--- config.mk ---
export PLATFORM = sky130hd
export DESIGN_NAME = host_command
export DESIGN_NICKNAME = d
export VERILOG_FILES = /design/src/verilog/mac_tx_pkg.sv /design/src/verilog/host_command.sv
export VERILOG_INCLUDE_DIRS = /design/src /design/src/verilog
export SDC_FILE = /design/constraint.sdc
export NUM_CORES = 1
export LEC_CHECK = 0
export BUFFER_PORTS_ARGS = -buffer_cell sky130_fd_sc_hd__buf_2
export CORE_UTILIZATION = 52
export CTS_BUF_LIST = sky130_fd_sc_hd__clkbuf_8
export CTS_CLUSTER_SIZE = 24
export DETAILED_ROUTE_END_ITERATION = 10
export PLACE_DENSITY = 0.87
export SETUP_SLACK_MARGIN = 0.15
export SYNTH_ARGS = -nofsm -noshare
export SYNTH_HDL_FRONTEND = slang
export SYNTH_SLANG_ARGS = --single-unit
--- constraint.sdc ---
create_clock -name clock -period 4.8 [get_ports clock]
set_input_delay 0.96 -clock clock [delete_from_list [all_inputs] [get_ports clock]]
set_output_delay 0.96 -clock clock [all_outputs]
set_load 0.1 [all_outputs]
--- src/verilog/mac_tx_macros.svh ---
`ifndef MAC_TX_MACROS_SVH
`define MAC_TX_MACROS_SVH

// ----------------------------------------
// frame ring geometry
// ----------------------------------------
`define MAC_SLOT_COUNT      32          // slots in the ring
`define MAC_PACKET_SIZE     402         // bytes per slot

// ----------------------------------------
// wire framing
// ----------------------------------------
`define MAC_PREAMBLE_BYTE   8'h55
`define MAC_SFD_BYTE        8'hD5
`define MAC_PREAMBLE_LEN    7           // preamble bytes before the SFD
`define MAC_GAP_CYCLES      12          // minimum idle cycles between frames

// host command codes
`define MAC_OP_WRITE        8'd3
`define MAC_OP_WRITE_LEN    8'd4
`define MAC_OP_WRITE_NEXT   8'd5

`endif

--- src/verilog/mac_tx_pkg.sv ---
`include "mac_tx_macros.svh"

package mac_tx_pkg;

    // ----------------------------------------
    // widths
    // ----------------------------------------
    localparam int SLOT_W = $clog2(`MAC_SLOT_COUNT);
    localparam int ADDR_W = $clog2(`MAC_PACKET_SIZE);
    localparam int LEN_W  = $clog2(`MAC_PACKET_SIZE + 1);     // 0 up to a full slot

    localparam logic [31:0] CRC_POLY = 32'h04C1_1DB7;       // IEEE 802.3 generator
    localparam logic [31:0] CRC_INIT = 32'hFFFF_FFFF;

    typedef logic [SLOT_W-1:0] slot_t;
    typedef logic [ADDR_W-1:0] byte_addr_t;
    typedef logic [LEN_W-1:0]  frame_len_t;
    typedef logic [7:0]        mac_byte_t;

    // ----------------------------------------
    // bundles
    // ----------------------------------------
    typedef struct packed {
        logic [7:0] op;                 // one of the MAC_OP_* codes
        byte_addr_t addr;               // byte offset for a write
        mac_byte_t  value;              // byte to write
    } host_cmd_t;

    typedef struct packed {
        logic      en;                  // GMII TX_EN
        mac_byte_t data;                // GMII TXD
    } gmii_tx_t;

    // One byte of CRC-32, bit 0 of the byte goes out first on the wire.
    // The register is kept in the non reflected form, so the FCS bytes
    // are bit reversed and complemented on the way out.
    function automatic logic [31:0] next_crc32_d8(
        input mac_byte_t   data,
        input logic [31:0] crc
    );
        logic [31:0] c;
        logic        fb;

        c = crc;
        for (int i = 0; i < 8; i++)
        begin
            fb = c[31] ^ data[i];                        // feedback bit
            c  = {c[30:0], 1'b0} ^ (fb ? CRC_POLY : 32'h0);
        end
        return c;
    endfunction

endpackage

--- src/verilog/host_command.sv ---
`timescale 1ns/1ps
`include "mac_tx_macros.svh"

module host_command (
    input  logic                   clock,
    input  logic                   reset,
    input  logic                   start,
    input  mac_tx_pkg::host_cmd_t  cmd,
    output logic                   done,
    output logic [15:0]            result,
    output logic                   wr_en,
    output mac_tx_pkg::slot_t      wr_slot,
    output mac_tx_pkg::byte_addr_t wr_addr,
    output mac_tx_pkg::mac_byte_t  wr_data,
    output logic                   clear_en,
    output mac_tx_pkg::slot_t      clear_slot,
    input  mac_tx_pkg::frame_len_t fill_len,
    output logic                   frame_ready,
    output mac_tx_pkg::slot_t      send_slot,
    input  logic                   frame_sent
);
    import mac_tx_pkg::*;

    localparam int COUNT_W = SLOT_W + 1;

    slot_t              fill_q;                         // slot the host is filling
    slot_t              send_q;                         // oldest committed slot
    logic [COUNT_W-1:0] count_q;                        // committed and not yet sent
    logic               addr_ok;
    logic               ring_full;
    logic               commit;

    assign addr_ok   = cmd.addr < `MAC_PACKET_SIZE;
    assign ring_full = count_q == COUNT_W'(`MAC_SLOT_COUNT - 1);   // one slot stays free
    assign commit    = start && cmd.op == `MAC_OP_WRITE_NEXT && !ring_full;

    // ----------------------------------------
    // command decode, done one cycle later
    // ----------------------------------------
    always_ff @(posedge clock)
    begin
        if (reset)
        begin
            done     <= 1'b0;
            result   <= '0;
            wr_en    <= 1'b0;
            clear_en <= 1'b0;
            fill_q   <= '0;
        end
        else
        begin
            done     <= start;
            wr_en    <= 1'b0;
            clear_en <= 1'b0;
            if (start)
            begin
                case (cmd.op)
                    `MAC_OP_WRITE:
                    begin
                        wr_en  <= addr_ok;              // out of range writes are dropped
                        result <= addr_ok ? 16'd0 : 16'd1;
                    end
                    `MAC_OP_WRITE_LEN:
                        result <= 16'(fill_len);
                    `MAC_OP_WRITE_NEXT:
                    begin
                        result <= ring_full ? 16'd1 : 16'd0;
                        if (commit)
                        begin
                            fill_q   <= fill_q + 1'b1;
                            clear_en <= 1'b1;           // new fill slot starts empty
                        end
                    end
                    default:
                        result <= 16'd1;                // unknown op
                endcase
            end
        end
    end

    // write payload, consumed the cycle after start
    always_ff @(posedge clock)
    begin
        if (start)
        begin
            wr_addr <= cmd.addr;
            wr_data <= cmd.value;
        end
    end

    // ----------------------------------------
    // ring pointers
    // ----------------------------------------
    always_ff @(posedge clock)
    begin
        if (reset)
        begin
            send_q  <= '0;
            count_q <= '0;
        end
        else
        begin
            if (frame_sent)
                send_q <= send_q + 1'b1;
            case ({commit, frame_sent})
                2'b10:   count_q <= count_q + 1'b1;
                2'b01:   count_q <= count_q - 1'b1;
                default: count_q <= count_q;           // both cancel out
            endcase
        end
    end

    assign frame_ready = count_q != '0;
    assign send_slot   = send_q;
    assign wr_slot     = fill_q;
    assign clear_slot  = fill_q;

endmodule

# After elaboration in Yosys (flattened, before gate mapping)
# Index checks and enable logic that the tools add are counted.
# totals
in_bits	38
ff_bits	52
# op_classes
reduce_logical	8
n_eq_ne	6
order_cmp	1
addsub	4
n_bitwise	3
n_mux	5
# ops
cell	count
$pmux 9 s3	1
$eq 8x3->1 const B	2
$pmux 6 s2	1
$add 5x1->5 const B	2
$lt 9x9->1 const B	1
$eq 8x2->1 const B	1
$add 6x1->6 const B	1
$eq 6x5->1 const B	1
$reduce_bool 6->1	1
$reduce_or 3->1	2
$sub 6x1->6 const B	1
$mux 1	3
$not 1->1	3
$reduce_and 3->1	1
$eq 2x1->1 const B	1
$eq 2x2->1 const B	1
$logic_and 1x1->1	2
$reduce_bool 2->1	1
$logic_not 1->1	1

# Longest topological paths before layout
# Gate-level depths: netlist of run 1.
# logic_depth
depth_word	5
depth_mapped	12
mapped_depth_nobuf	10

# Least setup slack after synthesis of run 1
# No wires, ideal clock.
# synth_timing
kind	in2reg
from	input port cmd[18] (netlist name)
to	register count_q[4]
arrival_ns	3.201
setup_slack_ns	1.479
t_required_ns	4.679
stages	11
path_cell_list	nor4b_2 nand3_2 or2_2 ha_1 clkbuf_8 xor2_1 ha_1 a21o_1 nand3_1 a31oi_1 mux2_2
# synth_via
elab_chain_len	5
word_cells_on_any_way	7
cone_classes	eq/ne (3); mux (1); reduce/logical (3)
# synth_lines
item	line	source
start: declaration	host_command.sv:8	input mac_tx_pkg::host_cmd_t cmd,
$eq 8x3->1 *	--	
$logic_and 1x1->1 (no source line) *	--	
$logic_and 1x1->1 *	host_command.sv:35	assign commit = start && cmd.op == `MAC_OP_WRITE_NEXT && !ring_full;
$eq 2x1->1 / $eq 2x2->1 (equally long branches)	host_command.sv:105	case ({commit, frame_sent})
$pmux 6 s2 / $reduce_bool 2->1 (equally long branches)	--	
end signal: assignment	host_command.sv:106	2'b10: count_q <= count_q + 1'b1;
end signal: assignment	host_command.sv:107	2'b01: count_q <= count_q - 1'b1;
end signal: assignment	host_command.sv:108	default: count_q <= count_q;
end: declaration	host_command.sv:28	logic [COUNT_W-1:0] count_q;
# Mark *: on every way between the ends. The rest lies on a longest branch, timed or not.
# A chain may end at the register's enable or synchronous reset.

# Worst setup path in the final report of run 1
# Ends and elaborated chain as after synthesis.

==> impl_results.md, run 1 <==
- Outcome: finished clean
- Average footprint of a synthesized cell: 10.7 um^2
- Area growth from synthesis to layout: 21.2%
- Maximum single-stage delay on the critical path: 0.44 ns
- Fraction of power consumed by combinational cells: 26.7%
- DRC marker count from the first detailed-route iteration: 48
- Most frequent cells in the layout: buf_2, dfxtp_1, nor2_1
- Sequential element share of the synthesized area: 52.5%
- Drt wl/cell: 13.1 um
- Peak clock frequency supported by timing: 291 MHz
- Yosys warning count: 0
- Post-detailed-route via-to-cell ratio: 5.30
- Clock power frac: 25.7%
- Die boundary height: 64.6 um
- Dpl cell area: 2380 um^2
- Setup repair after global routing missed its margin: no
- Number of buffers on the longest clock path: 2
- Peak supply drop: 0.244 mV
- Setup Skew: 0.00584 ns
- Wire length of the first global-routing pass: 6.76 mm
- Cell class contributing the biggest share of worst-path delay: simple AND/OR/NAND/NOR gates
- TritonCTS clock tree: built
- IO buf count: 82
- Number of pins exceeding their max-slew limit in the final report: 0
- LEAKAGE: 1.10 nW
- Summed area of non-filler cells in the final layout: 2470 um^2
- Starting Density: 54.8%
- Number of enable-type register cells in the synthesized netlist: 17
- Total of hold buffers inserted after clock tree synthesis: 0
- Worst setup path category: primary input to flip-flop
- GP Congestion: 0.737
- Initial DRT Pass Iterations: 4
- Final Hold Fails: 0
- Slew at the pin with the worst max-slew slack: 0.551 ns
- Wirelength, routed: 4.13 mm
- Mapped cell area: 2040 um^2
- P per Cell Area: 371 nW/um^2
- Total Routing Usage GR: 20.8%
- Number of global-route vias before repair: 1530
- Share of total power consumed by net switching: 37.4%
- Most used cell, CP: ha_1
- Number of antenna-violating nets in the routed design: 0
- Gate count of the mapped netlist: 191
- Crit path launch type: primary input
- Maxcap violations: 0
- Worst min-delay path class: flip-flop to flip-flop
- Buffers inserted during post-CTS setup optimization: 0
- Total global routing overflow: 0
- Switch Pwr: 0.000343 W
- Critical-path maximum fanout: 12
- Die boundary width: 64.6 um
- Number of placed cells counting well taps: 307
- Flop pwr share: 47.6%
- Post-DP HPWL: 3.13 mm
- Total via count in the routed design: 1668
- Number of distinct standard cells referenced by the synthesized netlist: 48
- Minimum clock period after layout: 3.44 ns
- Number of antenna violations at the first check in global routing: 0
- Cell-internal power: 0.000573 W
- Ant. Diodes: 0
- Cell Rows: 22
- Cells taking the most area after synthesis: dfxtp_1, edfxtp_1, buf_4
- Largest net degree at the start of global routing: 32
- Clock sink total: 45
- Element type at the critical path end: flip-flop
- Sum of buffers and inverters on the critical path: 1
- Total number of nets in the final design: 309
- Worst-skew pair later-pin latency: 0.29 ns
- Most used flip-flop cell after synthesis: dfxtp_1
- Most common cell after layout, fill and taps aside: buf_2
- Total of endpoints with negative setup slack in the final report: 0
- Ordered cell list for the critical path: buf_2 > nor4b_2 > nand3_2 > or2_2 > ha_1 > xor2_1 > ha_1 > a21o_1 > nand3_1 > a31oi_1 > mux2_2
- Area fraction of the dominant cell type after synthesis: 27.5%
- Most area-hungry cell type in the Yosys netlist: dfxtp_1
- Die Outline Area: 4170 um^2
- Async set or reset register ratio after synthesis: 0%
- Post-layout util: 66.5%
- Final sum of negative setup slack: 0 ns
- Number of top-level pins: 90
- H-tree depth: 2
- Period Utilization, post-route: 71.7%
- Buffer cell driving the clock tree root: clkbuf_8
- Area of the placeable core: 3720 um^2
- Required @ worst endpoint: 4.99 ns
- Worst Path Arrival: 3.63 ns
- FF+latch count, synth: 45
- CTS clock-pin slew for the worst setup and hold paths: 0.09 ns
- Total of cells resized after clock tree synthesis: 0
- CP max stage cell: nor4b_2
- Layout Cells excl Fill: 315
- CTS Buf Count: 5
- Normalized max-slew margin: 63.0%
- Remaining design rule violation count: 0
- Fraction of final layout cells sized beyond drive strength 1: 39.0%
[registers in the layout (all words and copies together) (netlist names)]
name        flops
wr_data         8
done            1
send_slot       5
wr_addr         9
clear_slot      5
clear_en        1
count_q         6
wr_en           1
result          9
[cell families (layout without fill, tap and decap cells)]
family,after synthesis,in the layout,share of synthesized area (%)
adder cells (fa/ha/maj),5,5,3.07
flip-flops,45,45,52.5
AND/OR/NAND/NOR,69,69,18.9
buffers and inverters,26,96,8.47
multiplexers,6,6,3.19
AO/OA/AOI/OAI,32,32,10.6
other,1,7,0.184
XOR/XNOR,7,7,3.01
[tightest hold or removal path: cells and delay by family, from the launching register on]
| family | cells | cell delay (ns) |
|---|---|---|
| AOI/OAI and AO/OA | 1 | 0.07 |
| and+or+nand+nor | 1 | 0.06 |
| DFF | 1 | 0.32 |
[power by group through the flow]
stage	combinational (W)	clock, W	sequential [W]
after floorplan	0.000107	0	0.000544
after global placement	0.000242	0	0.000442
after detailed placement	0.000245	0	0.000445
after CTS	0.000246	0.000240	0.000436
after global routing	0.000257	0.000255	0.000440
final	0.000245	0.000235	0.000436
[layer usage]
metal	track usage, %	share of wire [%]	wire (um)	vias to the layer above
met2	36.8	49	2050	71
li1	-	-	-	812
met4	6.67	0.46	19	0
met1	23.7	42	1730	783
met5	0	0	0	-
met3	6.34	8.1	336	2
[path summary, 6_finish.rpt]
check | end | startpoint | cells past startpoint | slack, ns
worst max-delay path | count_q[4]$_SDFFE_PP0P_ | cmd[18] | 11 | 1.36
worst min-delay path | result[0]$_SDFFE_PP0P_ | result[0]$_SDFFE_PP0P_ | 2 | 0.49
worst max register to register | count_q[4]$_SDFFE_PP0P_ | count_q[1]$_SDFFE_PP0P_ | 10 | 1.66
worst min register to register | result[0]$_SDFFE_PP0P_ | result[0]$_SDFFE_PP0P_ | 2 | 0.49
[final cells by class]
class | count | area [um^2]
clock buffer | 5 | 68.8
sequential | 45 | 1070
tap | 48 | 60.1
fill | 298 | 1240
clock inverter | 3 | 21.3
inverter | 6 | 22.5
timing repair buffer | 82 | 410
multi-input combinational | 126 | 817
[through the flow]
stage	hold WS (ns)	setup WS (ns)	total power, W
2_1_floorplan	0.522	1.48	0.000651
3_3_place_gp	0.473	1.20	0.000684
3_5_place_dp	0.478	1.02	0.000690
4_1_cts	0.491	1.34	0.000922
5_1_grt	0.514	1.14	0.000953
6_report	0.487	1.36	0.000916
[synthesized netlist by cell type, types with 2 or more instances]
cell	count
mux2i_1	2
o31ai_1	2
ha_1	5
nor2_1	24
nor2b_1	4
inv_1	5
nand4_1	5
xor2_1	6
or2_2	2
mux2_2	4
dfxtp_1	28
nor3_1	6
nand2b_1	3
clkbuf_8	2
o21ai_0	4
clkbuf_2	2
a31oi_1	2
edfxtp_1	17
or3_1	3
buf_4	12
clkbuf_1	3
a22oi_1	8
nand3_1	4
a21oi_1	9
nand2_1	5
or4_1	2
Note: power is estimated with default switching activity, not from simulation.
==> run 2, diff against run 1 <==
--- a/config.mk
+++ b/config.mk
@@ -6,12 +6,13 @@
 export SDC_FILE = /design/constraint.sdc
 export NUM_CORES = 1
 export LEC_CHECK = 0
+export ABC_AREA = 1
 export BUFFER_PORTS_ARGS = -buffer_cell sky130_fd_sc_hd__buf_2
-export CORE_UTILIZATION = 52
+export CORE_UTILIZATION = 49
 export CTS_BUF_LIST = sky130_fd_sc_hd__clkbuf_8
 export CTS_CLUSTER_SIZE = 24
 export DETAILED_ROUTE_END_ITERATION = 10
-export PLACE_DENSITY = 0.87
+export PLACE_DENSITY = 0.82
 export SETUP_SLACK_MARGIN = 0.15
 export SYNTH_ARGS = -nofsm -noshare
 export SYNTH_HDL_FRONTEND = slang
==> constraint.sdc (replaced) <==
create_clock -name clock -period 3.3 [get_ports clock]
set_input_delay 0.66 -clock clock [delete_from_list [all_inputs] [get_ports clock]]
set_output_delay 0.66 -clock clock [all_outputs]
set_load 0.1 [all_outputs]
==> impl_results.md, run 2 <==
- Outcome: finished clean
- Worst Path Arrival: 2.72 ns
- Worst setup path category: flip-flop to flip-flop
- Worst min-delay path class: flip-flop to flip-flop
- Post-DP HPWL: 3.35 mm
- Total global routing overflow: 0
- Maximum single-stage delay on the critical path: 0.51 ns
- Cell Rows: 23
- LEAKAGE: 1.27 nW
- Crit path launch type: flip-flop
- Peak clock frequency supported by timing: 395 MHz
- Die boundary width: 68.1 um
- Critical path launch point: count_q[2]$_SDFFE_PP0P_
- Clock power frac: 25.7%
- Total Routing Usage GR: 21.7%
- Buffers inserted during post-CTS setup optimization: 0
- P per Cell Area: 522 nW/um^2
- Number of top-level pins: 90
- TritonCTS clock tree: built
- Switch Pwr: 0.000533 W
- Peak supply drop: 0.331 mV
- Clock sink total: 45
- Element type at the critical path end: flip-flop
- Worst-skew pair later-pin latency: 0.30 ns
- Buffer cell driving the clock tree root: clkbuf_8
- Largest registers in the final layout: result: 9 flops, wr_addr: 9 flops, wr_data: 8 flops
- Total of cells resized after clock tree synthesis: 0
- Gate count of the mapped netlist: 249
- Remaining design rule violation count: 0
- Number of antenna violations at the first check in global routing: 0
- Total of hold buffers inserted after clock tree synthesis: 0
- Fraction of power consumed by combinational cells: 28.3%
- CP max stage cell: dfxtp_1
- Start point of the worst hold path: send_slot[3]$_SDFFE_PP0P_
- Fraction of final layout cells sized beyond drive strength 1: 33.2%
- Sequential element share of the synthesized area: 50.0%
- Starting Density: 52.4%
- Origin of the critical flop-to-flop path: count_q[2]$_SDFFE_PP0P_
- GP Congestion: 0.962
- CTS clock-pin slew for the worst setup and hold paths: 0.09 ns
- Maxcap violations: 0
- Area of the placeable core: 4090 um^2
- Total power of the final layout: 0.00137 W
- IO buf count: 82
- Number of enable-type register cells in the synthesized netlist: 17
- Final sum of negative setup slack: 0 ns
- Top cell types by occurrence after synthesis: nand2_1, dfxtp_1, nor2_1, inv_1, a21oi_1
- Setup repair after global routing missed its margin: no
- Most used cell, CP: nand2_1
- Number of pins exceeding their max-slew limit in the final report: 0
- H-tree depth: 2
- Most area-hungry cell type in the Yosys netlist: dfxtp_1
- Area growth from synthesis to layout: 22.1%
- DRC marker count from the first detailed-route iteration: 93
- CTS Buf Count: 5
- Post-detailed-route via-to-cell ratio: 4.86
- Flop pwr share: 46.0%
- Final Hold Fails: 0
- Required @ worst endpoint: 3.49 ns
- Setup Skew: 0.00837 ns
- Cell-internal power: 0.000833 W
- Most used flip-flop cell after synthesis: dfxtp_1
- Post-layout util: 64.0%
- Number of filler instances in the final layout: 348
- Number of antenna-violating nets in the routed design: 0
- Area fraction of the dominant cell type after synthesis: 26.2%
- Wirelength, routed: 4.37 mm
- Average footprint of a synthesized cell: 8.61 um^2
- Most numerous cell in the Yosys netlist: nand2_1
- FF+latch count, synth: 45
- Mapped cell area: 2140 um^2
- Initial DRT Pass Iterations: 4
- Minimum clock period after layout: 2.53 ns
- Yosys warning count: 0
- Period Utilization, post-route: 76.7%
- Layout Cells excl Fill: 378
- Die boundary height: 68.1 um
- Number of buffers on the longest clock path: 2
- Most frequent cells in the layout: buf_2, nand2_1, dfxtp_1
- Number of placed cells counting well taps: 370
- Total number of nets in the final design: 370
- Wire length of the first global-routing pass: 7.45 mm
- Drt wl/cell: 11.6 um
- Most common cell after layout, fill and taps aside: buf_2
- Cells taking the most area after synthesis: dfxtp_1, edfxtp_1, nand2_1
- Async set or reset register ratio after synthesis: 0%
- Number of global-route vias before repair: 1723
- Total via count in the routed design: 1837
- Die Outline Area: 4640 um^2
- Sum of buffers and inverters on the critical path: 2
- Ant. Diodes: 0
- Share of total power consumed by net switching: 39.0%
- Critical-path maximum fanout: 9
- Number of distinct standard cells referenced by the synthesized netlist: 33
- Cell class contributing the biggest share of worst-path delay: simple AND/OR/NAND/NOR gates
- Largest net degree at the start of global routing: 38
- Total of endpoints with negative setup slack in the final report: 0
- Ordered cell list for the critical path: nand2_1 > nor3_2 > nand3_2 > nand3_1 > ha_1 > inv_2 > nand2_1 > nand2_1 > inv_1 > ha_1 > o21bai_1 > nand3_1 > nand3_1 > nand2_1 > nor2_1 > nor2_1
[run 2: cell count changes after synthesis, moves of 4 or more]
cell / previous run / this run
xor2_1: 6 / 2
nor3_1: 6 / 1
mux2_2: 4 / 0
nand4_1: 5 / 0
a21oi_1: 9 / 18
xnor2_1: 1 / 5
a22oi_1: 8 / 0
inv_1: 5 / 23
o21ai_0: 4 / 17
nand3_1: 4 / 13
nand2_1: 5 / 48
nor2b_1: 4 / 0
[run 2: final cells by class]
class	instances	area, um^2	area share (%)
Sequential cell	45	1070	40.9
Multi-Input combinational cell	164	863	33.0
Tap cell	50	62.6	2.39
Timing Repair Buffer	83	418	16.0
Inverter	28	108	4.11
Clock inverter	3	25.0	0.956
Clock buffer	5	68.8	2.63
[run 2: logic make-up after synthesis]
logic type                 Yosys count  share of synthesized area (%)
buffers and inverters               46                           10.8
AOI/OAI and AO/OA                   42                           10.6
other                                1                          0.175
xor gates and xnor gates             8                           3.62
and+or+nand+nor                    102                           22.0
DFF                                 45                           50.0
adders and majority gates            5                           2.92
[run 2: path summary, 6_finish.rpt]
check,to,slack [ns],cells past startpoint
hold / removal,send_slot[3]$_SDFFE_PP0P_,0.50,2
hold reg to reg,send_slot[3]$_SDFFE_PP0P_,0.50,2
setup / recovery,count_q[4]$_SDFFE_PP0P_,0.77,16
setup reg to reg,count_q[4]$_SDFFE_PP0P_,0.77,16
[run 2: per-stage QoR]
stage | instance area, um^2 | hold slack, ns | worst slack, ns
final | 2620 | 0.501 | 0.769
after floorplan | 2170 | 0.530 | 0.769
after global placement | 2520 | 0.481 | 0.548
after detailed placement | 2520 | 0.494 | 0.457
after global routing | 2620 | 0.512 | 0.494
after CTS | 2620 | 0.507 | 0.762
[run 2: worst min-delay path, stage by stage, from the launching register on]
cell and delay, ns:
dfxtp_1 0.32, inv_1 0.08, a21oi_1 0.06
[run 2: routing by layer]
metal | part of all wire (%) | GRT usage [%] | vias to the layer above
met2 | 50 | 37.4 | 64
li1 | - | - | 944
met1 | 42 | 25.8 | 824
met3 | 6.4 | 5.17 | 5
met5 | 0 | 0 | -
met4 | 1.3 | 8.07 | 0
[run 2: power groups by stage]
stage / Sequential (W) / Combinational [W] / Clock, W
after detailed placement: 0.000641 / 0.000387 / 0
after floorplan: 0.000820 / 0.000144 / 0
final: 0.000628 / 0.000386 / 0.000352
after CTS: 0.000628 / 0.000388 / 0.000363
after global routing: 0.000632 / 0.000411 / 0.000383
after global placement: 0.000639 / 0.000383 / 0
