## config.mk

```make
export PLATFORM = sky130hd
export DESIGN_NAME = gmii_tx_framer
export DESIGN_NICKNAME = d
export VERILOG_FILES = /design/src/verilog/mac_tx_pkg.sv /design/src/verilog/gmii_tx_framer.sv
export VERILOG_INCLUDE_DIRS = /design/src /design/src/verilog
export SDC_FILE = /design/constraint.sdc
export NUM_CORES = 1
export LEC_CHECK = 0
export ABC_AREA = 1
export BUFFER_PORTS_ARGS = -buffer_cell sky130_fd_sc_hd__buf_2
export CORE_UTILIZATION = 25
export DETAILED_ROUTE_END_ITERATION = 7
export HOLD_SLACK_MARGIN = 0.08
export PLACE_DENSITY = 0.4
export SLEW_MARGIN = 10
export SYNTH_ARGS = -nofsm -noshare
export SYNTH_HDL_FRONTEND = slang
export SYNTH_SLANG_ARGS = --single-unit
```

## constraint.sdc

```tcl
create_clock -name clock -period 1.8 [get_ports clock]
set_clock_uncertainty 0.1 [all_clocks]
set_input_delay 0.36 -clock clock [delete_from_list [all_inputs] [get_ports clock]]
set_output_delay 0.36 -clock clock [all_outputs]
set_load 0.03 [all_outputs]
```

## src/verilog/mac_tx_macros.svh

```systemverilog
`ifndef MAC_TX_MACROS_SVH
`define MAC_TX_MACROS_SVH

// ----------------------------------------
// frame ring geometry
// ----------------------------------------
`define MAC_SLOT_COUNT      32          // slots in the ring
`define MAC_PACKET_SIZE     402         // bytes per slot

// ----------------------------------------
// wire framing
// ----------------------------------------
`define MAC_PREAMBLE_BYTE   8'h55
`define MAC_SFD_BYTE        8'hD5
`define MAC_PREAMBLE_LEN    7           // preamble bytes before the SFD
`define MAC_GAP_CYCLES      12          // minimum idle cycles between frames

// host command codes
`define MAC_OP_WRITE        8'd3
`define MAC_OP_WRITE_LEN    8'd4
`define MAC_OP_WRITE_NEXT   8'd5

`endif

```

## src/verilog/mac_tx_pkg.sv

```systemverilog
`include "mac_tx_macros.svh"

package mac_tx_pkg;

    // ----------------------------------------
    // widths
    // ----------------------------------------
    localparam int SLOT_W = $clog2(`MAC_SLOT_COUNT);
    localparam int ADDR_W = $clog2(`MAC_PACKET_SIZE);
    localparam int LEN_W  = $clog2(`MAC_PACKET_SIZE + 1);     // 0 up to a full slot

    localparam logic [31:0] CRC_POLY = 32'h04C1_1DB7;       // IEEE 802.3 generator
    localparam logic [31:0] CRC_INIT = 32'hFFFF_FFFF;

    typedef logic [SLOT_W-1:0] slot_t;
    typedef logic [ADDR_W-1:0] byte_addr_t;
    typedef logic [LEN_W-1:0]  frame_len_t;
    typedef logic [7:0]        mac_byte_t;

    // ----------------------------------------
    // bundles
    // ----------------------------------------
    typedef struct packed {
        logic [7:0] op;                 // one of the MAC_OP_* codes
        byte_addr_t addr;               // byte offset for a write
        mac_byte_t  value;              // byte to write
    } host_cmd_t;

    typedef struct packed {
        logic      en;                  // GMII TX_EN
        mac_byte_t data;                // GMII TXD
    } gmii_tx_t;

    // One byte of CRC-32, bit 0 of the byte goes out first on the wire.
    // The register is kept in the non reflected form, so the FCS bytes
    // are bit reversed and complemented on the way out.
    function automatic logic [31:0] next_crc32_d8(
        input mac_byte_t   data,
        input logic [31:0] crc
    );
        logic [31:0] c;
        logic        fb;

        c = crc;
        for (int i = 0; i < 8; i++)
        begin
            fb = c[31] ^ data[i];                        // feedback bit
            c  = {c[30:0], 1'b0} ^ (fb ? CRC_POLY : 32'h0);
        end
        return c;
    endfunction

endpackage

```

## src/verilog/gmii_tx_framer.sv

```systemverilog
`timescale 1ns/1ps
`include "mac_tx_macros.svh"

module gmii_tx_framer (
    input  logic                   clock,
    input  logic                   reset,
    input  logic                   frame_ready,
    input  mac_tx_pkg::slot_t      send_slot,
    input  mac_tx_pkg::frame_len_t send_len,
    output mac_tx_pkg::slot_t      rd_slot,
    output mac_tx_pkg::byte_addr_t rd_addr,
    input  mac_tx_pkg::mac_byte_t  rd_data,
    output mac_tx_pkg::gmii_tx_t   tx,
    output logic                   frame_sent
);
    import mac_tx_pkg::*;

    typedef enum logic [3:0] {
        S_IDLE,
        S_PREAMBLE,
        S_SFD,
        S_DATA,
        S_FCS3,
        S_FCS2,
        S_FCS1,
        S_FCS0,
        S_GAP
    } state_t;

    state_t      state_q;
    logic [3:0]  cnt_q;                                 // preamble and gap counter
    frame_len_t  byte_cnt_q;                            // data bytes already sent
    slot_t       slot_q;                                // slot being sent
    logic [31:0] crc_q;

    // FCS byte on the wire, reversed and complemented
    function automatic mac_byte_t fcs_byte(input mac_byte_t crc_byte);
        mac_byte_t r;

        for (int i = 0; i < 8; i++)
            r[i] = ~crc_byte[7 - i];
        return r;
    endfunction

    // ----------------------------------------
    // read side, one byte ahead of the wire
    // ----------------------------------------
    assign rd_slot = slot_q;
    assign rd_addr = (state_q == S_DATA) ? byte_addr_t'(byte_cnt_q + 1'b1) : '0;

    // ----------------------------------------
    // transmit FSM
    // ----------------------------------------
    always_ff @(posedge clock)
    begin
        if (reset)
        begin
            state_q    <= S_IDLE;
            cnt_q      <= '0;
            byte_cnt_q <= '0;
            slot_q     <= '0;
            crc_q      <= CRC_INIT;
            tx         <= '0;
            frame_sent <= 1'b0;
        end
        else
        begin
            frame_sent <= 1'b0;
            case (state_q)
                S_IDLE:
                begin
                    // ring count still includes the old frame while frame_sent is high
                    if (frame_ready && !frame_sent)
                    begin
                        slot_q     <= send_slot;
                        cnt_q      <= '0;
                        byte_cnt_q <= '0;
                        crc_q      <= CRC_INIT;
                        state_q    <= S_PREAMBLE;
                    end
                end
                S_PREAMBLE:
                begin
                    tx    <= '{en: 1'b1, data: `MAC_PREAMBLE_BYTE};
                    cnt_q <= cnt_q + 1'b1;
                    if (cnt_q == 4'(`MAC_PREAMBLE_LEN - 1))
                        state_q <= S_SFD;
                end
                S_SFD:
                begin
                    tx      <= '{en: 1'b1, data: `MAC_SFD_BYTE};
                    state_q <= (send_len == '0) ? S_FCS3 : S_DATA;   // empty frame is FCS only
                end
                S_DATA:
                begin
                    tx         <= '{en: 1'b1, data: rd_data};
                    crc_q      <= next_crc32_d8(rd_data, crc_q);
                    byte_cnt_q <= byte_cnt_q + 1'b1;
                    if (byte_cnt_q + 1'b1 == send_len)
                        state_q <= S_FCS3;              // last data byte
                end
                S_FCS3:
                begin
                    tx      <= '{en: 1'b1, data: fcs_byte(crc_q[31:24])};
                    state_q <= S_FCS2;
                end
                S_FCS2:
                begin
                    tx      <= '{en: 1'b1, data: fcs_byte(crc_q[23:16])};
                    state_q <= S_FCS1;
                end
                S_FCS1:
                begin
                    tx      <= '{en: 1'b1, data: fcs_byte(crc_q[15:8])};
                    state_q <= S_FCS0;
                end
                S_FCS0:
                begin
                    tx      <= '{en: 1'b1, data: fcs_byte(crc_q[7:0])};
                    cnt_q   <= '0;
                    state_q <= S_GAP;
                end
                S_GAP:
                begin
                    tx    <= '0;
                    cnt_q <= cnt_q + 1'b1;
                    if (cnt_q == 4'(`MAC_GAP_CYCLES))
                    begin
                        frame_sent <= 1'b1;             // slot goes back to the host
                        state_q    <= S_IDLE;
                    end
                end
                default:
                    state_q <= S_IDLE;
            endcase
        end
    end

endmodule

```

Yosys cells after proc, flatten, opt, wreduce, memory -nomap -nowiden
Index checks and enable logic that the tools add are counted.
{"block": "totals", "ff_bits": 64, "word_cells": 110, "out_inout_bits": 24}
{"block": "classes", "mux": 23, "add_sub_neg": 2, "reduce_logical": 13, "n_bitwise": 49, "n_eq_ne": 15}
{"op": "bitwise XOR 32 x 27 -> 32 bit", "n": 8}
{"op": "two-way mux 27 bit", "n": 8}
{"op": "case mux 9 bit (8 select lines)", "n": 1}
{"op": "case mux 32 bit (2 select lines)", "n": 1}
{"op": "case mux 4 bit (9 select lines)", "n": 1}
{"op": "NOT 1 bit", "n": 33}
{"op": "two-way mux 32 bit", "n": 1}
{"op": "== test 4 x 3 -> 1 bit (second input constant)", "n": 5}
{"op": "two-way mux 4 bit", "n": 5}
{"op": "two-way mux 9 bit", "n": 2}
{"op": "case mux 9 bit (2 select lines)", "n": 1}
{"op": "case mux 4 bit (3 select lines)", "n": 1}
{"op": "adder 9 x 1 -> 9 bit (second input constant)", "n": 1}
{"op": "== test 9 bit", "n": 1}
{"op": "zero test 9 bit", "n": 1}
{"op": "== test 4 x 2 -> 1 bit (second input constant)", "n": 2}
{"op": "== test 4 bit (second input constant)", "n": 2}
{"op": "nonzero test 8 bit", "n": 1}
{"op": "bitwise XOR 1 bit", "n": 8}
{"op": "!= test 2 bit (second input constant)", "n": 3}
{"op": "AND reduction 2 bit", "n": 3}
{"op": "adder 4 x 1 -> 4 bit (second input constant)", "n": 1}
{"op": "== test 4 x 1 -> 1 bit (second input constant)", "n": 1}
{"op": "zero test 4 bit", "n": 1}
{"op": "other kinds (9)", "n": 10}

Logic depth before layout (Yosys ltp)
Gate-level depths: netlist of the first run.
{"block": "logic_depth", "depth_word": 25, "mapped_depth": 14}

Worst setup path after synthesis of the first run
OpenSTA, ideal clock, no wires.
{"block": "synth_timing", "kind": "register to output", "from": "register byte_cnt_q[0]", "to": "output port rd_addr[8]", "arrival_ns": 1.468, "path_buffers": 0, "path_slack_ns": -0.128, "required_time_ns": 1.340, "path_stages_with_launch": 7, "path_cell_list": "dfxtp_1 > ha_1 > nand2_1 > nor2_1 > nand3_1 > and2_1 > nor2_1"}
{"block": "synth_via", "elab_chain_len": 2}
{"element": "start, declared", "line_no": "gmii_tx_framer.sv:32", "text": "frame_len_t byte_cnt_q;"}
{"element": "start signal, assigned", "line_no": "gmii_tx_framer.sv:98", "text": "byte_cnt_q <= byte_cnt_q + 1'b1;"}
{"element": "adder 9 x 1 -> 9 bit", "line_no": "gmii_tx_framer.sv:49", "text": "assign rd_addr = (state_q == S_DATA) ? byte_addr_t'(byte_cnt_q + 1'b1) : '0;"}
{"element": "two-way mux 9 bit", "line_no": "gmii_tx_framer.sv:49"}
{"element": "end, declared", "line_no": "gmii_tx_framer.sv:11", "text": "output mac_tx_pkg::byte_addr_t rd_addr,"}
No other way between the ends.

Final worst setup path of the first run
{"block": "layout_timing", "from": "register byte_cnt_q[0]", "to": "output port rd_addr[7]"}
The elaborated chain is that of the path after synthesis.

==> results_dict.tcl, run 1 <==
set metrics [dict create \
    synth-async-reset-ratio_pct 0 \
    critical_path_arrival_ps 1520 \
    synth-simple-area-share_pct 30.1 \
    dieArea_um2 17400 \
    status "complete, but fails checks" \
    worstPathRequired_ps 1340 \
    final_util_pct 38.1 \
    h-tree-depth 3 \
    coreArea_um2 16500 \
    yosysTopAreaCellShare_pct 30.4 \
    ctsLongestPathBuffers 2 \
    crit_slowest_cell "dfxtp_2" \
    cp-start-kind "flip-flop" \
    hold_slack_ps 148 \
    num_rows 47 \
    reg2reg_depth 13 \
    clock.fmax_ghz 0.505 \
    cts-root-buf "clkbuf_16" \
    crit_chain "buf_6 > nand2_2 > nor2_4 > nand2_2 > nand2_2 > nand3_2 > inv_1 > buf_6" \
    cts_buffers 9 \
    antenna_found_initial 0 \
    place_congestion 0.830 \
    die_h_um 132 \
    path_common_cell "nand2_2" \
    hpwl_mm 10.7 \
    num_vias 4562 \
    dr.pass1.iters 5 \
    n_antenna_cell 0 \
    yosys_warnings 0 \
    syn_avg_cell_area_um2 6.60 \
    r2r_start "byte_cnt_q[0]$_SDFFE_PP0P_" \
    drive_gt1_share_pct 35.0 \
    placed_cell_area_um2 5310 \
    synth_nets 668 \
    ant_nets 0 \
    synth_compound_area_share_pct 16.2 \
    synth_xor_area_share_pct 11.5 \
    maxCapViolCount 0 \
    min_to "rd_slot[2]$_SDFFE_PP0P_" \
    grt_pass1_wl_mm 22.6 \
    synth_fa_ha_area_share_pct 1.19 \
    synth_seq_cells 64 \
    worstSetupPathType "flip-flop to output port" \
    multi_input_area_um2 2920 \
    worstSkewPairLatency_ps 340 \
    hold_viol 0 \
    grt_overflow 0 \
    clock_sinks 64 \
    grt_pass1_vias 4253 \
    start_util_pct 25.5 \
    wire_per_inst_um 14.5 \
    yosys-top-cells-area "dfxtp_1, nand2_1, inv_1, nand3_1, xor2_1" \
    drtIter0Drc 257 \
    die_x_um 132 \
    register_area_um2 1300 \
    p_per_area_nw_per_um2 1470 \
    ir_drop_mv 0.492 \
    ios 49 \
    syn-cell-area_um2 4220 \
    setup_viol_count_final 9 \
    crit_path_end_kind "output port" \
    whs_path_depth 3 \
    drv_slew 0 \
    r2r_slack_ps -10 \
    hold_start "send_slot[2]" \
    ys_seq_area_share_pct 30.4 \
    cts_hold_buf 0 \
    grt_usage_pct 16.7 \
    crit_path_max_fanout 5 \
    numPortBuffers 48 \
    drt-total-wl_mm 14.5 \
    worstHoldPathType "primary input to flip-flop" \
    violations "setup timing" \
    clkTransAtPathRegs_ps 60 \
    nets 806 \
    synth_cells 639 \
    slowest_delay_ps 350 \
    muxShareOfSynthArea_pct 0 \
    synth_edf_count 0 \
    setup_slack_ps -180 \
    synth_cell_types 39 \
    tightest_slew_ps 376 \
    timing.rr.end "state_q[1]$_SDFFE_PP0P_" \
    fin_area_um2 6300 \
    fin_crit_sh_pct 110 \
    cellLeakagePower_nw 2.98 \
    slew_headroom_pct 74.7 \
    synth_top_family_by_area "simple AND/OR/NAND/NOR gates" \
    grt_max_degree 44 \
    finalCriticalPeriod_ps 1980 \
    dp.cells 970 \
    fill_cells 1766 \
    cts_tree "done" \
    area_growth_pct 49.3 \
    tns_ps -901 \
    stdcell_count 1002 \
    rsz0062_at_grt "yes" \
    viasPerCell 4.55 \
    synth-main-ff-cell "dfxtp_1" \
    yosys.area.top_type "dfxtp_1" \
    drc 0 \
]
## through the flow
step / setup slack (ps) / total power [W]
2_1_floorplan: 13.0 / 0.00494
3_3_place_gp: -101 / 0.00665
3_5_place_dp: -110 / 0.00668
4_1_cts: -210 / 0.00881
5_1_grt: -258 / 0.00999
6_report: -180 / 0.00929
## sequential cells by signal (all words and copies together), names as in the netlist
| register | flops |
|---|---|
| crc_q | 32 |
| byte_cnt_q | 9 |
| tx | 9 |
| rd_slot | 5 |
| cnt_q | 4 |
| state_q | 4 |
| frame_sent | 1 |
## how the worst max path moves through the flow
stage | startpoint | slack (ps) | to | depth (start not counted)
2_1_floorplan | byte_cnt_q[0]$_SDFFE_PP0P_ | 10 | rd_addr[8] | 6
3_5_place_dp | rd_data[0] | -110 | crc_q[12]$_SDFFE_PP1P_ | 13
4_1_cts | byte_cnt_q[0]$_SDFFE_PP0P_ | -210 | rd_addr[8] | 7
3_3_place_gp | rd_data[0] | -100 | crc_q[12]$_SDFFE_PP1P_ | 12
5_1_grt | byte_cnt_q[0]$_SDFFE_PP0P_ | -260 | rd_addr[8] | 8
6_report | byte_cnt_q[0]$_SDFFE_PP0P_ | -180 | rd_addr[7] | 8
## cell type report
type | count | share of cell area (%)
Multi-Input combinational cell | 467 | 46.3
Timing Repair Buffer | 146 | 17.9
Clock buffer | 10 | 3.63
Clock inverter | 6 | 1.71
Tap cell | 220 | 4.37
Inverter | 89 | 5.42
Sequential cell | 64 | 20.7
## Yosys cell counts (2+ instances only)
| library cell | number |
|---|---|
| xor2_1 | 30 |
| a221oi_1 | 2 |
| a21oi_1 | 26 |
| nor3_1 | 5 |
| nor2_1 | 60 |
| buf_4 | 3 |
| nand2_2 | 6 |
| nand2_4 | 2 |
| ha_1 | 4 |
| inv_2 | 2 |
| o22ai_1 | 13 |
| nor4_1 | 2 |
| inv_1 | 87 |
| xnor2_1 | 11 |
| dfxtp_1 | 64 |
| clkbuf_1 | 8 |
| o21a_1 | 5 |
| xnor2_2 | 5 |
| buf_6 | 2 |
| o21ai_0 | 49 |
| a211oi_1 | 2 |
| o211ai_1 | 15 |
| nand3_1 | 56 |
| a31oi_1 | 2 |
| nor2_2 | 5 |
| buf_2 | 5 |
| nand2_1 | 156 |
## power breakdown
part	internal, W	switching, W	total [W]
registers	0.00180	0.000294	0.00209
clock network	0.00135	0.000694	0.00204
logic	0.00220	0.00295	0.00515
## what timing repair did
| action | 4_1_cts | 5_1_grt |
|---|---|---|
| setup endpoints to repair | 17 | 53 |
| gates resized for setup | 56 | 89 |
| pin swaps | 9 | 33 |
| buffers inserted | 3 | 14 |
## worst max-delay path: cells and delay by family (launching register included)
kind / cells / cell delay (ps)
and+or+nand+nor: 5 / 480
buffers and inverters: 3 / 340
DFF: 1 / 350
## routing by layer
metal | global-route usage [%] | routed length (µm)
met5 | 0 | 0
met4 | 6.27 | 195
met3 | 2.35 | 565
met2 | 26.1 | 6670
met1 | 23.1 | 7060
## cell families after synthesis
family                     Yosys count
DFF                                 64
and+or+nand+nor                    297
adders and majority gates            4
xor gates and xnor gates            48
buffers and inverters              108
AOI/OAI and AO/OA                  118
## placed cells by master, fill, tap and decap left out, drive strengths merged, types with 13 or more instances in the layout
cell type    n
nand2      164
buf        146
inv         89
nor2        66
dfxtp       64
nand3       56
o21ai       49
xor2        31
a21oi       26
xnor2       17
o211ai      15
o22ai       13
Note: power is estimated with default switching activity, not from simulation.
==> run 2, diff against run 1 <==
--- a/config.mk
+++ b/config.mk
@@ -12,6 +12,7 @@
 export DETAILED_ROUTE_END_ITERATION = 7
 export HOLD_SLACK_MARGIN = 0.08
 export PLACE_DENSITY = 0.4
+export SETUP_SLACK_MARGIN = 0.1
 export SLEW_MARGIN = 10
 export SYNTH_ARGS = -nofsm -noshare
 export SYNTH_HDL_FRONTEND = slang
==> run 2 against run 1 <==
The run ends with DRC, setup timing left. Maximum frequency is 0.70% lower. Sequential power rose by 3%. Cell area up 16%. Highest routed layer unchanged. Critical path depth decreased by 1. Setup slack got worse by 14 ps. Register-to-register slack lost 80 ps. Die area is the same. Sequential share of layout area fell by 2.8 points. Global-route usage rose by 0.52 points. Worst hold slack worse by 5.4 ps. Non-clock buffer count grew 32. Final cell count up 3.2%.
==> results_dict.tcl, run 2 (synthesis results as in run 1) <==
set metrics [dict create \
    cts_buffers 9 \
    drv_slew 0 \
    crit_path_end_kind "output port" \
    nets 838 \
    finalCriticalPeriod_ps 1990 \
    r2r_slack_ps -90 \
    num_vias 4790 \
    cts_tree "done" \
    p_per_area_nw_per_um2 1530 \
    fin_crit_sh_pct 111 \
    worstSetupPathType "flip-flop to output port" \
    tns_ps -1260 \
    cts_hold_buf 0 \
    antenna_found_initial 0 \
    pre_cts_ws_ps -221 \
    largest_reg_flops 32 \
    drtIter0Drc 333 \
    drive_gt1_share_pct 51.2 \
    start_util_pct 25.5 \
    ir_drop_mv 0.658 \
    hpwl_mm 10.9 \
    violations "DRC, setup timing" \
    hold_start "send_slot[1]" \
    wire_per_inst_um 15.5 \
    num_rows 47 \
    grt_max_degree 26 \
    grt_pass1_wl_mm 23.2 \
    die_h_um 132 \
    drt-total-wl_mm 16.0 \
    final_util_pct 44.2 \
    cts-root-buf "clkbuf_16" \
    worstSkewPairLatency_ps 350 \
    hold_slack_ps 143 \
    status "complete, but fails checks" \
    crit_path_max_fanout 4 \
    dieArea_um2 17400 \
    tightest_slew_ps 376 \
    h-tree-depth 3 \
    regMostFlops "crc_q" \
    r2r_start "byte_cnt_q[1]$_SDFFE_PP0P_" \
    clock_sinks 64 \
    place_congestion 0.819 \
    ctsLongestPathBuffers 2 \
    min_to "rd_slot[1]$_SDFFE_PP0P_" \
    dr.pass1.iters 7 \
    ios 49 \
    grt_pass1_vias 4361 \
    area_growth_pct 73.2 \
    critical_path_arrival_ps 1530 \
    final_cell_mix "nand2_1, buf_4, inv_1" \
    setup_slack_ps -194 \
    slew_headroom_pct 74.7 \
    coreArea_um2 16500 \
    cellLeakagePower_nw 3.32 \
    maxCapViolCount 0 \
    worstHoldPathType "primary input to flip-flop" \
    setup_viol_count_final 15 \
    clkTransAtPathRegs_ps 60 \
    top_regs "crc_q x32, byte_cnt_q x9, tx x9" \
    register_area_um2 1310 \
    cp-start-kind "flip-flop" \
    reg2reg_depth 12 \
    multi_input_area_um2 3500 \
    timing.rr.end "state_q[2]$_SDFFE_PP0P_" \
    whs_path_depth 3 \
    final_common_cell "nand2_1" \
    grt_overflow 0 \
    stdcell_count 1034 \
    numPortBuffers 48 \
    clock.fmax_ghz 0.501 \
    fill_cells 1620 \
    rsz0062_at_grt "yes" \
    hold_viol 0 \
    viasPerCell 4.63 \
    die_x_um 132 \
    grt_usage_pct 17.2 \
    dp.cells 976 \
    ant_nets 0 \
    worstPathRequired_ps 1340 \
    n_antenna_cell 0 \
    drc 2 \
]
[run 2: cell types whose count changed in the layout (fill, tap and decap cells not counted), moves of 16 or more]
| cell | delta |
|---|---|
| nand2_1 | -38 |
| o21ai_0 | -31 |
| buf_6 | +25 |
| o21ai_2 | +21 |
| nand2_4 | +18 |
| nand2_2 | +17 |
| nand3_1 | -16 |
[run 2: layout make-up]
class / count / share of cell area, %
repair buffers: 178 / 21.3
clock inverters: 5 / 0.856
clock buffers: 11 / 3.46
flip-flops and latches: 64 / 17.9
multi-input cells: 467 / 48.0
inverters: 89 / 4.74
well taps: 220 / 3.77
[run 2: how the worst max path moves through the flow]
stage	startpoint	endpoint	slack [ps]	cells past startpoint
after floorplan	state_q[1]$_SDFFE_PP0P_	rd_addr[2]	20	5
after global placement	rd_data[3]	crc_q[16]$_SDFFE_PP1P_	-210	11
after detailed placement	rd_data[3]	crc_q[16]$_SDFFE_PP1P_	-220	11
after CTS	byte_cnt_q[1]$_SDFFE_PP0P_	rd_addr[8]	-190	7
after global routing	byte_cnt_q[1]$_SDFFE_PP0P_	rd_addr[8]	-260	7
final	byte_cnt_q[1]$_SDFFE_PP0P_	rd_addr[8]	-190	7
[run 2: report_power, final]
group | internal (W) | leakage, nW | switching, W | total, W
clock network | 0.00116 | 0.149 | 0.000726 | 0.00188
logic | 0.00328 | 2.65 | 0.00387 | 0.00715
registers | 0.00180 | 0.528 | 0.000351 | 0.00215
[run 2: metal layers]
| metal | vias to the layer above | part of all wire, % | GRT usage [%] |
|---|---|---|---|
| li1 | 2395 | - | - |
| met1 | 2297 | 46 | 23.5 |
| met2 | 80 | 49 | 26.9 |
| met3 | 18 | 2.9 | 2.42 |
| met4 | 0 | 2.1 | 7.49 |
| met5 | - | 0 | 0 |
[run 2: per-stage QoR]
| step | total power [W] | area, µm² |
|---|---|---|
| 2_1_floorplan | 0.00495 | 4240 |
| 3_3_place_gp | 0.00672 | 5320 |
| 3_5_place_dp | 0.00675 | 5320 |
| 4_1_cts | 0.00917 | 6180 |
| 5_1_grt | 0.0119 | 7310 |
| 6_report | 0.0112 | 7310 |
[run 2: what timing repair did]
item                       CTS  global route
gates cloned                 0             5
gates resized for setup    121           232
setup endpoints to repair   49            67
pin swaps                   26            74
buffers inserted            15            24
[run 2: worst max-delay path, stage by stage, from the launching register on]
cell and delay (ps):
dfxtp_2 350, ha_4 150, nand2_4 80, nor2_4 130, nand3_2 90, and2_4 160, nor2_4 90, buf_6 130
==> run 3, diff against run 2 <==
--- a/config.mk
+++ b/config.mk
@@ -8,10 +8,10 @@
 export LEC_CHECK = 0
 export ABC_AREA = 1
 export BUFFER_PORTS_ARGS = -buffer_cell sky130_fd_sc_hd__buf_2
-export CORE_UTILIZATION = 25
+export CORE_UTILIZATION = 45
 export DETAILED_ROUTE_END_ITERATION = 7
 export HOLD_SLACK_MARGIN = 0.08
-export PLACE_DENSITY = 0.4
+export PLACE_DENSITY = 0.63
 export SETUP_SLACK_MARGIN = 0.1
 export SLEW_MARGIN = 10
 export SYNTH_ARGS = -nofsm -noshare
==> run 3 against run 2 <==
The flow finishes with violations (setup timing). Utilization grew 32 points. Count of clock-buffer cells in the layout decreased by 1. Flip-flop and latch count unchanged. Setup slack worse by 55 ps. Total power shrank 10%. Clock power shrank 37%. Via count is 9.0% higher. Sequential power hardly changed. Maximum frequency decreased by 2.7%. Critical endpoint unchanged. Largest power group unchanged.
==> results_dict.tcl, run 3 (synthesis results as in run 1) <==
set metrics [dict create \
    fin_crit_sh_pct 114 \
    violations "setup timing" \
    dr.pass1.iters 5 \
    status "complete, but fails checks" \
    critical_path_arrival_ps 1590 \
    path_common_cell "nor2_4" \
    numPortBuffers 48 \
    ir_drop_mv 0.892 \
    final_common_cell "nand2_1" \
    fill_cells 588 \
    antenna_found_initial 0 \
    dieArea_um2 9770 \
    drtIter0Drc 381 \
    num_rows 34 \
    final_util_pct 75.7 \
    rsz0062_at_grt "yes" \
    crit_path_max_fanout 4 \
    ctsLongestPathBuffers 2 \
    worstPathRequired_ps 1340 \
    place_congestion 0.907 \
    clock.fmax_ghz 0.488 \
    slowest_delay_ps 370 \
    worstSkewPairLatency_ps 360 \
    tightest_slew_ps 414 \
    setup_viol_count_final 13 \
    crit_chain "ha_4 > nand2_8 > nor2_4 > nand3_2 > and2_4 > nor2_4 > buf_6" \
    grt_overflow 0 \
    cts-root-buf "clkbuf_8" \
    p_per_area_nw_per_um2 1490 \
    cts_buffers 9 \
    worstHoldPathType "primary input to flip-flop" \
    n_antenna_cell 0 \
    cts_hold_buf 0 \
    final_cell_mix "nand2_1, inv_1, buf_4" \
    grt_max_degree 24 \
    drt-total-wl_mm 16.2 \
    grt_pass1_wl_mm 22.1 \
    cellLeakagePower_nw 3.13 \
    cp-start-kind "flip-flop" \
    drive_gt1_share_pct 46.5 \
    die_x_um 98.8 \
    hold_viol 0 \
    viasPerCell 5.80 \
    top_regs "crc_q x32, byte_cnt_q x9, tx x9" \
    wire_per_inst_um 18.0 \
    slew_headroom_pct 72.4 \
    cts_tree "done" \
    crit_slowest_cell "dfxtp_4" \
    clock_sinks 64 \
    coreArea_um2 8890 \
    worstSetupPathType "flip-flop to output port" \
    largest_reg_flops 32 \
    finalCriticalPeriod_ps 2050 \
    hpwl_mm 9.28 \
    area_growth_pct 59.6 \
    setup_slack_ps -250 \
    ios 49 \
    crit_path_end_kind "output port" \
    regMostFlops "crc_q" \
    die_h_um 98.8 \
    grt_pass1_vias 4554 \
    h-tree-depth 3 \
    pre_cts_ws_ps -93.1 \
    ant_nets 0 \
    nets 816 \
    clkTransAtPathRegs_ps 80 \
    drv_slew 0 \
    maxCapViolCount 0 \
    drc 0 \
    start_util_pct 47.5 \
    grt_usage_pct 28.6 \
    num_vias 5220 \
]
-- run 3: final timing paths --
path,startpoint,cells after the start,slack (ps),endpoint
worst max-delay path,byte_cnt_q[0]$_SDFFE_PP0P_,7,-250,rd_addr[8]
worst min-delay path,send_slot[1],3,130,rd_slot[1]$_SDFFE_PP0P_
worst max register to register,crc_q[31]$_SDFFE_PP1P_,12,-50,crc_q[23]$_SDFFE_PP1P_
worst min register to register,crc_q[10]$_SDFFE_PP1P_,2,400,crc_q[10]$_SDFFE_PP1P_
-- run 3: cell type report --
type | instances | area, µm² | area share [%]
inverters | 89 | 347 | 5.15
repair inverters | 1 | 8.76 | 0.130
well taps | 108 | 135 | 2.01
clock inverters | 6 | 42.5 | 0.632
multi-input cells | 467 | 3330 | 49.5
repair buffers | 155 | 1410 | 21.0
clock buffers | 10 | 138 | 2.04
flip-flops and latches | 64 | 1320 | 19.6
-- run 3: power by group --
part	switching (W)	internal [W]	total (W)
Sequential	0.000320	0.00180	0.00212
Combinational	0.00380	0.00295	0.00675
Clock	0.000643	0.000539	0.00118
Total	0.00476	0.00528	0.0100
-- run 3: per-stage QoR --
stage | total power (W) | area [µm²] | TNS [ps] | cells | hold slack, ps
finish | 0.0100 | 6730 | -1450 | 900 | 132
global route | 0.0105 | 6730 | -2800 | 900 | 141
CTS | 0.00821 | 5710 | -1270 | 875 | 130
detailed placement | 0.00637 | 5030 | -695 | 839 | 361
global placement | 0.00631 | 5030 | -204 | 839 | 359
floorplan | 0.00495 | 4240 | 0 | 639 | 342
-- run 3: worst max-delay path, delay by kind of cell (launching register included) --
kind                     cells  cell delay (ps)
AND/OR/NAND/NOR              5              550
flip-flops                   1              370
adder cells (fa/ha/maj)      1              170
buffers and inverters        1              140
-- run 3: repair_timing --
item,in CTS,in global routing
setup endpoints to repair,33,70
pin swaps,32,78
resized for setup,95,209
buffers inserted,18,23
gates cloned,2,5
-- run 3: routing by layer --
metal,global-route usage [%],up-vias,routed length [µm]
met1,37.4,2434,6490
met2,45.9,336,7570
met4,12.4,0,837
met3,5.60,88,1290
li1,-,2362,-
met5,0,-,0
